`src/qupls_defines.svh`:
```
// ==========================================================
// Decode stage widths
// Instruction, data word, register number and immediate field
// ==========================================================

`ifndef QUPLS_DEFINES_SVH
`define QUPLS_DEFINES_SVH

// Every instruction is one fixed-size word
`define QUPLS_INSTR_W 32

// Width of a general register and of the extended immediate
`define QUPLS_WORD_W 64

// Six bits select one of 64 architectural registers
`define QUPLS_REG_W 6

// Width of the raw immediate field in the instruction word
`define QUPLS_IMM_W 13

// Width of the opcode field at the bottom of the word
`define QUPLS_OPC_W 7

`endif
```
`src/quplsDecodePkg.sv`:
```
// ==========================================================
// Decode-result package
// ALU operations, access sizes and the registered bundle
// ==========================================================

`default_nettype none

`include "qupls_defines.svh"

package quplsDecodePkg;

	// Operation handed to the execute stage
	// Memory operations use ALU_ADD to form the address
	typedef enum logic [2:0]
	{
		ALU_NONE = 3'd0,
		ALU_ADD  = 3'd1,
		ALU_SUB  = 3'd2,
		ALU_AND  = 3'd3,
		ALU_OR   = 3'd4,
		ALU_XOR  = 3'd5
	} aluOp_e;

	// Access size of 1, 2, 4, 8 or 16 bytes
	typedef enum logic [2:0]
	{
		SZ_NONE  = 3'd0,
		SZ_BYTE  = 3'd1,
		SZ_WYDE  = 3'd2,
		SZ_TETRA = 3'd3,
		SZ_OCTA  = 3'd4,
		SZ_HEXI  = 3'd5
	} memSize_e;

	// Full decode result as held in the stage register
	typedef struct packed
	{
		logic                     store;
		logic                     cstore;
		logic                     load;
		memSize_e                 memSize;
		aluOp_e                   aluOp;
		logic                     illegal;
		logic [`QUPLS_REG_W-1:0]  rd;
		logic [`QUPLS_REG_W-1:0]  rs1;
		logic [`QUPLS_REG_W-1:0]  rs2;
		logic                     writesRd;
		logic                     hasImm;
		logic [`QUPLS_WORD_W-1:0] imm;
	} decoded_t;

endpackage

`default_nettype wire

```
`src/quplsIsaPkg.sv`:
```
// ==========================================================
// Instruction-set package
// Opcode encodings and the instruction field layout
// ==========================================================

`default_nettype none

`include "qupls_defines.svh"

package quplsIsaPkg;

	// ==========================================================
	// Opcodes
	// ==========================================================
	// Codes not listed here are illegal and are flagged by the ALU decoder
	typedef enum logic [`QUPLS_OPC_W-1:0]
	{
		// Register ALU forms, second source in the low imm bits
		OP_ADD    = 7'h04,
		OP_SUB    = 7'h05,
		OP_AND    = 7'h08,
		OP_OR     = 7'h09,
		OP_XOR    = 7'h0A,
		// Immediate ALU forms
		OP_ADDI   = 7'h14,
		OP_ANDI   = 7'h18,
		OP_ORI    = 7'h19,
		// Loads, byte through octa
		OP_LDB    = 7'h40,
		OP_LDW    = 7'h41,
		OP_LDT    = 7'h42,
		OP_LDO    = 7'h43,
		// Stores, byte through hexi
		OP_STB    = 7'h50,
		OP_STW    = 7'h51,
		OP_STT    = 7'h52,
		OP_STO    = 7'h53,
		OP_STH    = 7'h54,
		// Conditional store and no-operation
		OP_CSTORE = 7'h5C,
		OP_NOP    = 7'h7F
	} opcode_e;

	// ==========================================================
	// Instruction layout
	// ==========================================================
	// Fields run from the top bit down, opcode sits in the low bits
	typedef struct packed
	{
		// Also carries rs2 in its low bits for register forms
		logic [`QUPLS_IMM_W-1:0] imm;
		logic [`QUPLS_REG_W-1:0] rs1;
		// Destination, or the data source for a store
		logic [`QUPLS_REG_W-1:0] rd;
		opcode_e                 opcode;
	} instruction_t;

endpackage

`default_nettype wire

```
`src/quplsDecodeIf.sv`:
```
// ==========================================================
// Decode result interface
// Collects the three sub-decoder outputs for the stage register
// ==========================================================

`timescale 1ns/1ps
`default_nettype none

`include "qupls_defines.svh"

interface quplsDecodeIf (
	input logic clk,
	input logic rstN
);
	import quplsDecodePkg::*;

	// Memory class results
	logic store;
	logic cstore;
	logic load;
	memSize_e memSize;

	// ALU class results
	aluOp_e aluOp;
	logic illegal;

	// Operand results
	logic [`QUPLS_REG_W-1:0] rd;
	logic [`QUPLS_REG_W-1:0] rs1;
	logic [`QUPLS_REG_W-1:0] rs2;
	logic writesRd;
	logic hasImm;
	logic [`QUPLS_WORD_W-1:0] imm;

	// Clock and reset reach the checking producers for their assertions
	modport memSrc (input clk, input rstN, output store, output cstore, output load,
		output memSize);
	modport aluSrc (input clk, input rstN, output aluOp, output illegal);
	modport opSrc (output rd, output rs1, output rs2, output writesRd, output hasImm,
		output imm);

	// The stage register reads everything
	modport sink (input store, input cstore, input load, input memSize, input aluOp,
		input illegal, input rd, input rs1, input rs2, input writesRd, input hasImm,
		input imm);

endinterface

`default_nettype wire

```
`src/quplsDecodeStage.sv`:
```
// ==========================================================
// Instruction decode stage
// Three sub-decoders feeding one stall-held pipeline register
// ==========================================================

`timescale 1ns/1ps
`default_nettype none

`include "qupls_defines.svh"

module quplsDecodeStage (
	input logic clk,
	input logic rstN,
	input logic instrValid,
	input quplsIsaPkg::instruction_t instr,
	input logic stall,
	output logic decValid,
	output logic store,
	output logic cstore,
	output logic load,
	output quplsDecodePkg::memSize_e memSize,
	output quplsDecodePkg::aluOp_e aluOp,
	output logic illegal,
	output logic [`QUPLS_REG_W-1:0] rd,
	output logic [`QUPLS_REG_W-1:0] rs1,
	output logic [`QUPLS_REG_W-1:0] rs2,
	output logic writesRd,
	output logic hasImm,
	output logic [`QUPLS_WORD_W-1:0] imm
);
	import quplsDecodePkg::*;

	// Inactive bundle with every flag low for the reset
	localparam decoded_t idleBundle = '{
		memSize: SZ_NONE,
		aluOp: ALU_NONE,
		default: '0
	};

	decoded_t decD;
	decoded_t decQ;

	// ==========================================================
	// Sub-decoders
	// ==========================================================
	quplsDecodeIf decIf (.clk(clk), .rstN(rstN));

	quplsDecodeMem memDec (.instr(instr), .mem(decIf.memSrc));
	quplsDecodeAlu aluDec (.instr(instr), .alu(decIf.aluSrc));
	quplsDecodeOperands opDec (.instr(instr), .ops(decIf.opSrc));

	// Gather the interface into one bundle
	always_comb
	begin
		decD.store = decIf.store;
		decD.cstore = decIf.cstore;
		decD.load = decIf.load;
		decD.memSize = decIf.memSize;
		decD.aluOp = decIf.aluOp;
		decD.illegal = decIf.illegal;
		decD.rd = decIf.rd;
		decD.rs1 = decIf.rs1;
		decD.rs2 = decIf.rs2;
		decD.writesRd = decIf.writesRd;
		decD.hasImm = decIf.hasImm;
		decD.imm = decIf.imm;
	end

	// ==========================================================
	// Pipeline register
	// ==========================================================
	// Stall freezes both the bundle and the valid strobe
	always_ff @(posedge clk or negedge rstN)
	begin
		if (!rstN)
		begin
			decQ <= idleBundle;
			decValid <= 1'b0;
		end
		else if (!stall)
		begin
			decQ <= decD;
			decValid <= instrValid;
		end
	end

	assign store = decQ.store;
	assign cstore = decQ.cstore;
	assign load = decQ.load;
	assign memSize = decQ.memSize;
	assign aluOp = decQ.aluOp;
	assign illegal = decQ.illegal;
	assign rd = decQ.rd;
	assign rs1 = decQ.rs1;
	assign rs2 = decQ.rs2;
	assign writesRd = decQ.writesRd;
	assign hasImm = decQ.hasImm;
	assign imm = decQ.imm;

	// A stall cycle leaves every output exactly as it was
	assert property (@(posedge clk) disable iff (!rstN)
		stall |=> ($stable(decQ) && $stable(decValid)));

endmodule

`default_nettype wire

```
`src/quplsDecodeOperands.sv`:
```
// ==========================================================
// Operand decoder
// Register numbers, destination write and sign-extended immediate
// ==========================================================

`timescale 1ns/1ps
`default_nettype none

`include "qupls_defines.svh"

module quplsDecodeOperands (
	input quplsIsaPkg::instruction_t instr,
	quplsDecodeIf.opSrc ops
);
	import quplsIsaPkg::*;

	// Local opcode classes, decoded here and nowhere else
	logic isRegAlu;
	logic isImmAlu;
	logic isLoad;
	logic isStore;
	logic isCStore;

	always_comb
	begin
		isRegAlu = 1'b0;
		isImmAlu = 1'b0;
		isLoad = 1'b0;
		isStore = 1'b0;
		isCStore = 1'b0;
		case (instr.opcode)
		OP_ADD, OP_SUB, OP_AND, OP_OR, OP_XOR:
			isRegAlu = 1'b1;
		OP_ADDI, OP_ANDI, OP_ORI:
			isImmAlu = 1'b1;
		OP_LDB, OP_LDW, OP_LDT, OP_LDO:
			isLoad = 1'b1;
		OP_STB, OP_STW, OP_STT, OP_STO, OP_STH:
			isStore = 1'b1;
		OP_CSTORE:
			isCStore = 1'b1;
		default:
			isRegAlu = 1'b0;
		endcase
	end

	// rd and rs1 pass through even for illegal codes
	assign ops.rd = instr.rd;
	assign ops.rs1 = instr.rs1;

	// Second source lives in the low imm bits, zero when unused
	assign ops.rs2 = (isRegAlu || isCStore) ? instr.imm[`QUPLS_REG_W-1:0] : '0;

	// Stores use rd as data source, so only ALU forms and loads write it
	assign ops.writesRd = isRegAlu || isImmAlu || isLoad;
	assign ops.hasImm = isImmAlu || isLoad || isStore;

	// Replicate the top bit of the field up to the word width
	assign ops.imm = ops.hasImm ?
		{{(`QUPLS_WORD_W-`QUPLS_IMM_W){instr.imm[`QUPLS_IMM_W-1]}}, instr.imm} : '0;

endmodule

`default_nettype wire

```
`src/quplsDecodeAlu.sv`:
```
// ==========================================================
// ALU decoder
// Gives the ALU operation and flags unknown opcodes
// ==========================================================

`timescale 1ns/1ps
`default_nettype none

module quplsDecodeAlu (
	input quplsIsaPkg::instruction_t instr,
	quplsDecodeIf.aluSrc alu
);
	import quplsIsaPkg::*;
	import quplsDecodePkg::*;

	always_comb
	begin
		alu.illegal = 1'b0;
		case (instr.opcode)
		// Register and immediate forms share an operation
		OP_ADD, OP_ADDI:
			alu.aluOp = ALU_ADD;
		OP_SUB:
			alu.aluOp = ALU_SUB;
		OP_AND, OP_ANDI:
			alu.aluOp = ALU_AND;
		OP_OR, OP_ORI:
			alu.aluOp = ALU_OR;
		OP_XOR:
			alu.aluOp = ALU_XOR;
		// Every memory access adds its displacement to rs1
		OP_LDB, OP_LDW, OP_LDT, OP_LDO,
		OP_STB, OP_STW, OP_STT, OP_STO, OP_STH, OP_CSTORE:
			alu.aluOp = ALU_ADD;
		OP_NOP:
			alu.aluOp = ALU_NONE;
		// Anything else is not part of the instruction set
		default:
		begin
			alu.aluOp = ALU_NONE;
			alu.illegal = 1'b1;
		end
		endcase
	end

	// An illegal instruction must never reach execute with an operation
	assert property (@(posedge alu.clk) disable iff (!alu.rstN)
		alu.illegal |-> (alu.aluOp == ALU_NONE));

endmodule

`default_nettype wire

```
`src/quplsDecodeMem.sv`:
```
// ==========================================================
// Memory class decoder
// Flags stores, conditional stores and loads with their size
// ==========================================================

`timescale 1ns/1ps
`default_nettype none

module quplsDecodeMem (
	input quplsIsaPkg::instruction_t instr,
	quplsDecodeIf.memSrc mem
);
	import quplsIsaPkg::*;
	import quplsDecodePkg::*;

	// Plain stores, all five sizes
	function automatic logic fnIsStore(input instruction_t op);
		case (op.opcode)
		OP_STB, OP_STW, OP_STT, OP_STO, OP_STH:
			fnIsStore = 1'b1;
		default:
			fnIsStore = 1'b0;
		endcase
	endfunction

	// Conditional store is kept apart from the plain stores
	function automatic logic fnIsCStore(input instruction_t op);
		case (op.opcode)
		OP_CSTORE:
			fnIsCStore = 1'b1;
		default:
			fnIsCStore = 1'b0;
		endcase
	endfunction

	function automatic logic fnIsLoad(input instruction_t op);
		case (op.opcode)
		OP_LDB, OP_LDW, OP_LDT, OP_LDO:
			fnIsLoad = 1'b1;
		default:
			fnIsLoad = 1'b0;
		endcase
	endfunction

	// Size follows the last letter of the mnemonic, cstore moves an octa
	function automatic memSize_e fnMemSize(input instruction_t op);
		case (op.opcode)
		OP_LDB, OP_STB:
			fnMemSize = SZ_BYTE;
		OP_LDW, OP_STW:
			fnMemSize = SZ_WYDE;
		OP_LDT, OP_STT:
			fnMemSize = SZ_TETRA;
		OP_LDO, OP_STO, OP_CSTORE:
			fnMemSize = SZ_OCTA;
		OP_STH:
			fnMemSize = SZ_HEXI;
		default:
			fnMemSize = SZ_NONE;
		endcase
	endfunction

	assign mem.store = fnIsStore(instr);
	assign mem.cstore = fnIsCStore(instr);
	assign mem.load = fnIsLoad(instr);
	assign mem.memSize = fnMemSize(instr);

	// The class functions and the size table must agree on every opcode
	assert property (@(posedge mem.clk) disable iff (!mem.rstN)
		$onehot0({mem.store, mem.cstore, mem.load}));
	assert property (@(posedge mem.clk) disable iff (!mem.rstN)
		(mem.memSize == SZ_NONE) == !(mem.store || mem.cstore || mem.load));

endmodule

`default_nettype wire

```
`config.mk`:
```
export PLATFORM = sky130hd
export DESIGN_NAME = quplsDecodeStage
export DESIGN_NICKNAME = d
export VERILOG_FILES = /design/src/quplsDecodePkg.sv /design/src/quplsIsaPkg.sv /design/src/quplsDecodeIf.sv /design/src/quplsDecodeStage.sv /design/src/quplsDecodeOperands.sv /design/src/quplsDecodeAlu.sv /design/src/quplsDecodeMem.sv
export VERILOG_INCLUDE_DIRS = /design/src
export SDC_FILE = /design/constraint.sdc
export NUM_CORES = 1
export LEC_CHECK = 0
export BUFFER_PORTS_ARGS = -buffer_cell sky130_fd_sc_hd__buf_2
export CELL_PAD_IN_SITES_DETAIL_PLACEMENT = 0
export CELL_PAD_IN_SITES_GLOBAL_PLACEMENT = 1
export CORE_ASPECT_RATIO = 0.75
export CORE_UTILIZATION = 25
export CTS_BUF_LIST = sky130_fd_sc_hd__clkbuf_4 sky130_fd_sc_hd__clkbuf_8
export DETAILED_ROUTE_END_ITERATION = 6
export PLACE_DENSITY = 0.74
export SLEW_MARGIN = 20
export SYNTH_ARGS = -nofsm -noshare
export SYNTH_HDL_FRONTEND = slang
export SYNTH_SLANG_ARGS = --single-unit
```
`constraint.sdc`:
```
create_clock -name clk -period 1.9 [get_ports clk]
set_input_delay 0.19 -clock clk [delete_from_list [all_inputs] [get_ports clk]]
set_output_delay 0.19 -clock clk [all_outputs]
set_load 0.01 [all_outputs]
```
==> results.md, run 1 <==
* Post-synth top area cell: dfrtp_1
* Worst-margin pin slew at 0.702 ns
* Vias per cell at 4.33
* Final Cycle Share at 75.6%
* DIE AREA at 10,600 um2
* DR pass1 iterations at 4
* Number of buffers added on ports at 130
* Routed len/inst at 13.2 um
* HP Start: instr[29]
* Setup violators final at 0
* First-pass GRT wire length at 9060 um
* Core Box Area at 9770 um2
* Cts bufs inserted at 5
* Top cell type's share of synthesized area at 43.3%
* Mapped Nets at 274
* 1st-iter DRT viols at 158
* Worst Path Buf+Inv at 1
* Sink Count at 44
* Ant diodes at 0
* Status: complete, no violations
* Postcts setup bufs at 0
* Clock Skew at 0 ns
* Antenna violations before repair at 0
* Hold Crit Class: in2reg
* Share of layout cells above drive strength 1 at 52.5%
* Reg area at 1100 um2
* CTS H-tree lvls at 2
* CP delay by family, top: flip-flops
* Post-route minimum period at 1.44 ns
* Post-synth EDFFs at 0
* Routed wl met3 at 464 um
* WL final at 5880 um
* Die Width at 118 um
* Largest net degree at the start of global routing at 54
* Mapped cell area at 2540 um2
* CTS Buffer Depth at 2
* Slew Viols, Final at 0
* Worst R2R Start: imm[62]
* CP Max Fanout at 53
* Num ports at 131
* Syn Inst Count at 238
* Slowest CP cell: dfrtp_2
* Worst Hold Endpoint: imm[10]
* Met2 Wirelength at 2640 um
* WL met1 at 2720 um
* R2r setup slk at 0.75 ns
* CP Class: reg2out
* Post-DP Area at 2920 um2
* Fin area at 3050 um2
* Clock Latency Late Sink at 0.30 ns
* Peak supply drop at 0.259 mV
* CP max stage delay at 0.71 ns
* Dpl hpwl at 4170 um
* Residual DRC at 0
* Max-Cap Viols at 0
* Critical Path End Type: output port
* Vias in the first global route at 1,684
* Worst Path Required at 1.71 ns
* Syn-to-layout area delta at 19.9%
* Max-slew headroom at 53.2%
* Async S/R FF share, synth at 100%
* Fillers at 1,036
* Pwr Density at 714 nW/um2
* Fmax at 696 MHz
* Gpl congestion at 0.816
* Setup ws final at 0.464 ns
* CTS tree: built
* Nets at 349
* CP Cell Sequence: buf_2
* Final hold vios at 0
* Via Count at 1,930
* Worst Path Arrival at 1.25 ns
* Initial Util at 26.0%
* All-Layer GR Usage at 11.1%
* Top FF cell, synth: dfrtp_1
* Ys Warns at 0
* CP Launch Type: register
* Leak Pwr at 1.58 nW
* Multi-input gate area at 950 um2
* Post-route setup TNS at 0 ns
* Fin util at 31.2%
* RSZ-0062 raised after global routing: false
* Worst-path clk slew at 0.10 ns
* Hold Path Depth at 2
* Clock Tree Root: clkbuf_8
* Synth Area per Inst at 10.7 um2
* Terminus of the critical flop-to-flop path: imm[62]
* DP Worst Slack at 0.209 ns
* Die Y at 89.3 um
* Highest routed metal layer: met4
* Site Rows at 31
* R2R cell count at 2
* Synth Register Bits at 44
* Seq/Total Area, Yosys at 43.3%
* Synth cell types at 48
* Gr ovfl total at 0
* Ranking of synthesized cells by area: dfrtp_1 (43%), buf_4 (16%), mux2_2 (6.2%)
* Antenna Violating Nets Remaining at 0
## final cells by class
class	count	share of cell area, %
Sequential cell	44	36.2
Multi-Input combinational cell	127	31.2
Timing Repair Buffer	134	23.3
Tap cell	132	5.42
Clock buffer	5	2.26
Clock inverter	3	1.56
Inverter	1	0.123
## kinds of logic after synthesis
kind of cell | after synthesis | synth area share, %
XOR/XNOR | 1 | 0.345
AND/OR/NAND/NOR | 63 | 14.3
buffers and inverters | 67 | 19.3
AO/OA/AOI/OAI | 48 | 16.0
multiplexers | 15 | 6.75
flip-flops | 44 | 43.3
## worst max-delay path by stage
stage / cells past startpoint / end / startpoint
global route: 1 / imm[29] / imm[62]
finish: 1 / imm[29] / imm[62]
floorplan: 1 / imm[13] / imm[62]
CTS: 1 / imm[29] / imm[62]
global placement: 5 / hasImm / instr[1]
detailed placement: 5 / hasImm / instr[1]
## where the power goes
| part | total, mW | internal [mW] | switching (mW) |
|---|---|---|---|
| registers | 1.02 | 0.991 | 0.0323 |
| logic | 0.393 | 0.173 | 0.220 |
| clock network | 0.759 | 0.397 | 0.362 |
| total | 2.17 | 1.56 | 0.614 |
## cells in the final DEF, fill, tap and decap left out, types with 2 or more instances in the layout
| cell | synthesis | routed |
|---|---|---|
| and2b_1 | 2 | 2 |
| o31ai_4 | 2 | 2 |
| clkinv_4 | 0 | 2 |
| a22o_1 | 6 | 6 |
| nor2b_1 | 8 | 8 |
| nor3_1 | 3 | 3 |
| buf_12 | 0 | 2 |
| a21oi_1 | 8 | 8 |
| nand2_1 | 15 | 15 |
| o22ai_1 | 2 | 2 |
| nand2b_1 | 4 | 4 |
| dfrtp_1 | 44 | 43 |
| o21ai_0 | 2 | 2 |
| o21ai_1 | 5 | 5 |
| nor3b_1 | 3 | 3 |
| mux2_2 | 14 | 14 |
| nor4_1 | 3 | 3 |
| nor2_1 | 9 | 9 |
| and2_1 | 8 | 8 |
| buf_2 | 1 | 130 |
| clkbuf_8 | 0 | 5 |
| a31o_1 | 7 | 7 |
| o31ai_1 | 3 | 3 |
## cells in the mapped netlist (all sizes together), types with 2 or more instances
| master | instances |
|---|---|
| nor2 | 10 |
| and2b | 2 |
| a22o | 6 |
| mux2 | 14 |
| nor3 | 3 |
| nor2b | 8 |
| and2 | 8 |
| nand2 | 15 |
| nor4 | 4 |
| clkbuf | 5 |
| dfrtp | 44 |
| nand2b | 4 |
| o22ai | 2 |
| a31o | 7 |
| a221oi | 2 |
| o21ai | 8 |
| nor3b | 3 |
| or3 | 2 |
| a21oi | 8 |
| buf | 61 |
| o31ai | 5 |
## layer usage
layer	track usage [%]	vias up
li1	-	929
met1	14.8	892
met2	17.5	103
met3	3.06	6
met4	3.80	0
met5	0	-
## metrics by stage
stage / hold WS (ns) / power (mW) / cells
2_1_floorplan: -0.106 / 1.31 / 238
3_3_place_gp: 0.212 / 1.44 / 437
3_5_place_dp: 0.226 / 1.44 / 437
4_1_cts: 0.0829 / 2.22 / 446
5_1_grt: 0.0888 / 2.30 / 446
6_report: 0.100 / 2.17 / 446
## registers in the layout, summed over array words and instances (netlist names)
name      cells
rd            6
cstore        1
decValid      1
rs1           6
imm          13
aluOp         3
store         1
memSize       3
illegal       1
hasImm        1
load          1
rs2           6
writesRd      1
## timing repair
item	4_1_cts	5_1_grt
hold buffers	1	0
resized for setup	0	1
endpoints found under the setup margin	0	52
hold endpoints to repair	22	0
Note: power is estimated with default switching activity, not from simulation.
==> inputs of run 2 (changes only) <==
==> constraint.sdc (replaced) <==
create_clock -name clk -period 1.5 [get_ports clk]
set_input_delay 0.15 -clock clk [delete_from_list [all_inputs] [get_ports clk]]
set_output_delay 0.15 -clock clk [all_outputs]
set_load 0.01 [all_outputs]
==> results.md, run 2 (same netlist as run 1, synthesis figures left out) <==
* Placed cells at 447 (+2.3%)
* Number of buffers added on ports at 130 (unchanged)
* CTS H-tree lvls at 2 (unchanged)
* Peak supply drop at 0.320 mV (+24%)
* All-Layer GR Usage at 11.5% (+0.42 points)
* Antenna violations before repair at 0 (unchanged)
* Critical Path End Type: output port
* Core Box Area at 9770 um2 (unchanged)
* Final Cycle Share at 86.2%
* DR pass1 iterations at 4 (unchanged)
* Fmax at 773 MHz
* Multi-input gate area at 950 um2 (unchanged)
* Setup violators final at 0 (unchanged)
* WL final at 6140 um (+4.5%)
* CP Class: reg2out
* Post-route setup TNS at 0 ns (unchanged)
* Vias per cell at 4.29 (-0.82%)
* CP Launch Type: register
* Slowest CP cell: dfrtp_4
* Clock Skew at 0 ns (unchanged)
* Max-slew headroom at 53.1% (-0.11 points)
* Status: complete, no violations
* Sink Count at 44 (unchanged)
* CTS Buffer Depth at 2 (unchanged)
* Worst-margin pin slew at 0.704 ns (+0.00166 ns)
* Largest net degree at the start of global routing at 58 (+7.4%)
* Post-route minimum period at 1.29 ns
* Gr ovfl total at 0 (unchanged)
* RSZ-0062 raised after global routing: false
* CP Max Fanout at 53 (unchanged)
* CP max stage delay at 0.64 ns (-0.07 ns)
* Routed len/inst at 13.5 um (+2.2%)
* Die Width at 118 um (unchanged)
* Most common cell after layout, fill and taps aside: buf_2
* Worst-path clk slew at 0.09 ns (about the same)
* Clock Tree Root: clkbuf_8
* Reg area at 1100 um2 (+0.23%)
* Ant diodes at 0 (unchanged)
* Die Y at 89.3 um (unchanged)
* CP Cell Sequence: buf_2
* Antenna Violating Nets Remaining at 0 (unchanged)
* Syn-to-layout area delta at 22.9%
* Leak Pwr at 1.62 nW (+2.9%)
* Share of layout cells above drive strength 1 at 54.0% (+1.5 points)
* Site Rows at 31 (unchanged)
* Via Count at 1,957 (+1.4%)
* CP delay by family, top: flip-flops
* Worst Path Buf+Inv at 1 (unchanged)
* Dpl hpwl at 4330 um (+3.7%)
* First-pass GRT wire length at 9190 um (+1.4%)
* Setup ws final at 0.207 ns (-0.257 ns)
* Initial Util at 26.0% (unchanged)
* DIE AREA at 10,600 um2 (unchanged)
* Residual DRC at 0 (unchanged)
* Nets at 359 (+2.9%)
* Gpl congestion at 0.805 (-1.3%)
* Vias in the first global route at 1,695 (+0.65%)
* CTS tree: built
* Clock Latency Late Sink at 0.30 ns (about the same)
* 1st-iter DRT viols at 85 (-46%)
* Num ports at 131 (unchanged)
* Most frequent cells in the layout: buf_2 (130), dfrtp_1 (43), nand2_1 (15), mux2_2 (14), buf_4 (11)
* Slew Viols, Final at 0 (unchanged)
* Final non-filler cell total at 456 (+2.2%)
* Worst Path Required at 1.35 ns (-0.36 ns)
* Cts bufs inserted at 5 (unchanged)
* Max-Cap Viols at 0 (unchanged)
* DP Worst Slack at -0.0964 ns (-0.305 ns)
* Fillers at 1,037 (+0.097%)
* Pwr Density at 885 nW/um2 (+24%)
* Largest register FFs at 13 (unchanged)
* Worst Path Arrival at 1.14 ns (-0.11 ns)
* Hold Crit Class: in2reg
* Final hold vios at 0 (unchanged)
==> run 2: changes by cell type in the layout (fill, tap and decap cells not counted), sizes merged <==
cell / delta
buf: +10
clkinvlp: +1
clkinv: -2
inv: +1
==> run 2: where the power goes <==
group	total [mW]	internal, mW	switching [mW]
Sequential	1.30	1.26	0.0420
Combinational	0.520	0.235	0.286
Clock	0.945	0.502	0.443
==> run 2: area by class of cell <==
cell class	count	share of cell area [%]
well taps	132	5.29
inverters	1	0.120
multi-input cells	127	30.4
clock buffers	5	2.20
clock inverters	3	1.48
repair buffers	144	25.1
flip-flops and latches	44	35.4
==> run 2: per-layer routing <==
metal	vias up	routed length, um	track usage (%)	part of all wire (%)
li1	949	-	-	-
met1	913	3060	16.5	50
met2	91	2680	17.2	44
met3	4	367	3.00	6.0
met4	0	33	3.11	0.54
met5	-	0	0	0
==> run 2: worst paths after layout <==
kind	cells past startpoint	from	slack, ns	to
worst min register to register	2	load	0.49	load
max in group asynchronous	3	rstN	0.89	imm[62]
worst max register to register	2	imm[62]	0.38	imm[62]
worst max-delay path	1	imm[62]	0.21	imm[35]
worst min-delay path	2	instr[8]	0.07	rd[1]
min in group asynchronous	3	rstN	0.35	rs1[5]
==> run 2: what timing repair did <==
action	4_1_cts	5_1_grt
hold buffers	1	0
gates resized for setup	0	1
hold endpoints to repair	44	0
endpoints found under the setup margin	0	52
buffers inserted	0	0
==> run 2: metrics by stage <==
stage	area (um2)	hold WS [ns]	utilization, %	power, mW
6_report	3120	0.0720	31.9	2.76
5_1_grt	3120	0.0509	31.9	2.93
4_1_cts	3120	0.0497	31.9	2.82
3_5_place_dp	2990	0.149	30.6	1.85
3_3_place_gp	2990	0.152	30.6	1.84
2_1_floorplan	2540	-0.146	-	1.66
==> inputs of run 3 (changes only) <==
--- a/config.mk
+++ b/config.mk
@@ -9,10 +9,11 @@
 export BUFFER_PORTS_ARGS = -buffer_cell sky130_fd_sc_hd__buf_2
 export CELL_PAD_IN_SITES_DETAIL_PLACEMENT = 0
 export CELL_PAD_IN_SITES_GLOBAL_PLACEMENT = 1
-export CORE_ASPECT_RATIO = 0.75
+export CORE_ASPECT_RATIO = 0.5
 export CORE_UTILIZATION = 25
 export CTS_BUF_LIST = sky130_fd_sc_hd__clkbuf_4 sky130_fd_sc_hd__clkbuf_8
 export DETAILED_ROUTE_END_ITERATION = 6
+export GPL_ROUTABILITY_DRIVEN = 0
 export PLACE_DENSITY = 0.74
 export SLEW_MARGIN = 20
 export SYNTH_ARGS = -nofsm -noshare
==> results.md, run 3 (same netlist as run 1, synthesis figures left out) <==
* CTS H-tree lvls at 2 (unchanged)
* CP Launch Type: register
* Largest register FFs at 13 (unchanged)
* Worst Path Buf+Inv at 1 (unchanged)
* DIE AREA at 10,600 um2 (+0.19%)
* Post-DP Area at 3020 um2 (+0.79%)
* Post-route setup TNS at 0 ns (unchanged)
* Critical Path End Type: output port
* Syn-to-layout area delta at 23.2%
* CTS tree: built
* CP Class: reg2out
* Vias in the first global route at 1,746 (+3.0%)
* CTS Buffer Depth at 2 (unchanged)
* Overall Power at 2.60 mW (-5.7%)
* Routed len/inst at 12.4 um (-8.0%)
* CP delay by family, top: flip-flops
* CP Cell Sequence: buf_2
* Share of layout cells above drive strength 1 at 54.2% (+0.14 points)
* Clock Tree Root: clkbuf_8
* Most frequent cells in the layout: buf_2 (130), dfrtp_1 (43), nand2_1 (15), mux2_2 (14), buf_4 (11)
* WL final at 5700 um (-7.2%)
* Antenna Violating Nets Remaining at 0 (unchanged)
* Worst Path Arrival at 1.13 ns (about the same)
* Site Rows at 25 (-19%)
* NetSw at 716 uW (-7.1%)
* CP Max Fanout at 53 (unchanged)
* Dpl hpwl at 4290 um (-0.81%)
* Switching share of power at 27.5% (-0.41 points)
* RSZ-0062 raised after global routing: false
* Final hold vios at 0 (unchanged)
* Gr ovfl total at 0 (unchanged)
* Slew Viols, Final at 0 (unchanged)
* Max-slew headroom at 70.1% (+17 points)
* Sink Count at 44 (unchanged)
* Internal at 1.89 mW (-5.2%)
* Status: complete, no violations
* All-Layer GR Usage at 10.5% (-1.0 points)
* DR pass1 iterations at 4 (unchanged)
* Most common cell after layout, fill and taps aside: buf_2
* Sequential cell fraction of total power at 49.8% (+2.8 points)
* CP max stage delay at 0.64 ns (about the same)
* Setup violators final at 0 (unchanged)
* Fin area at 3130 um2 (+0.20%)
* Die Width at 145 um (+22%)
* Cts bufs inserted at 5 (unchanged)
* Logic gate share of total power at 20.0% (+1.2 points)
* Largest net degree at the start of global routing at 54 (-6.9%)
* Fin util at 32.4% (+0.42 points)
* Leak Pwr at 1.62 nW (about the same)
* Residual DRC at 0 (unchanged)
* Vias per cell at 4.18 (-2.5%)
* Number of buffers added on ports at 130 (unchanged)
* Worst Path Required at 1.35 ns (about the same)
* Antenna violations before repair at 0 (unchanged)
* Worst-margin pin slew at 0.445 ns (-0.259 ns)
* Num ports at 131 (unchanged)
* Ant diodes at 0 (unchanged)
* Max-Cap Viols at 0 (unchanged)
* Pwr Density at 833 nW/um2 (-5.9%)
* Hold Crit Class: in2reg
* Via Count at 1,925 (-1.6%)
* Postcts setup bufs at 0 (unchanged)
* Slowest CP cell: dfrtp_4
* Final Cycle Share at 85.5% (-0.73 points)
* Peak supply drop at 0.383 mV (+20%)
* Clock Skew at 0 ns (unchanged)
* Clock Latency Late Sink at 0.28 ns (-0.02 ns)
* Core Box Area at 9670 um2 (-1.1%)
* Nets at 360 (+0.28%)
* Initial Util at 26.3% (+0.29 points)
* 1st-iter DRT viols at 127 (+49%)
* Clock network fraction of total power at 30.2% (-4.0 points)
* First-pass GRT wire length at 8700 um (-5.3%)
* Worst-path clk slew at 0.08 ns (about the same)
* Fmax at 780 MHz (+0.86%)
* Post-route minimum period at 1.28 ns (-0.0110 ns)
* Die Y at 73.3 um (-18%)
==> run 3: what timing repair did <==
| action | 4_1_cts | 5_1_grt |
|---|---|---|
| hold buffers | 1 | 0 |
| endpoints found under the hold margin | 44 | 0 |
| gates resized for setup | 0 | 1 |
| setup endpoints to repair | 0 | 52 |
==> run 3: per-layer routing <==
layer / vias up / part of all wire, % / GRT usage, %
met4: 0 / 0.56 / 2.46
met1: 916 / 47 / 14.4
li1: 947 / - / -
met3: 2 / 3.7 / 1.83
met5: - / 0 / 0
met2: 60 / 49 / 17.4
==> run 3: path summary, 6_finish.rpt <==
check / from / endpoint / slack (ns) / cells past startpoint
min reg2reg: store / store / 0.49 / 2
min in group asynchronous: rstN / imm[2] / 0.36 / 3
max: imm[62] / imm[25] / 0.22 / 1
min: instr[7] / rd[0] / 0.08 / 2
max reg2reg: imm[62] / imm[62] / 0.38 / 2
max in group asynchronous: rstN / imm[62] / 0.89 / 3
==> run 3: power groups by stage <==
stage / combinational (mW) / clock, mW / sequential (mW)
3_3_place_gp: 0.526 / 0 / 1.32
2_1_floorplan: 0.301 / 0 / 1.36
3_5_place_dp: 0.525 / 0 / 1.32
5_1_grt: 0.573 / 0.876 / 1.31
6_report: 0.520 / 0.787 / 1.30
4_1_cts: 0.528 / 0.820 / 1.30
==> run 3: layout make-up <==
cell class	count	area, um2
inverter	1	3.75
clock buffer	7	90.1
multi-input combinational	127	950
tap	135	169
timing repair buffer	145	803
fill	997	6540
clock inverter	1	7.51
sequential	44	1100
==> run 3: stage by stage <==
step | std cells | setup WS (ns) | hold slack (ns)
6_report | 460 | 0.218 | 0.0837
5_1_grt | 460 | 0.0577 | 0.0688
4_1_cts | 460 | 0.0587 | 0.0738
3_5_place_dp | 451 | 0.0862 | 0.153
3_3_place_gp | 451 | 0.0959 | 0.148
2_1_floorplan | 238 | 0.290 | -0.146
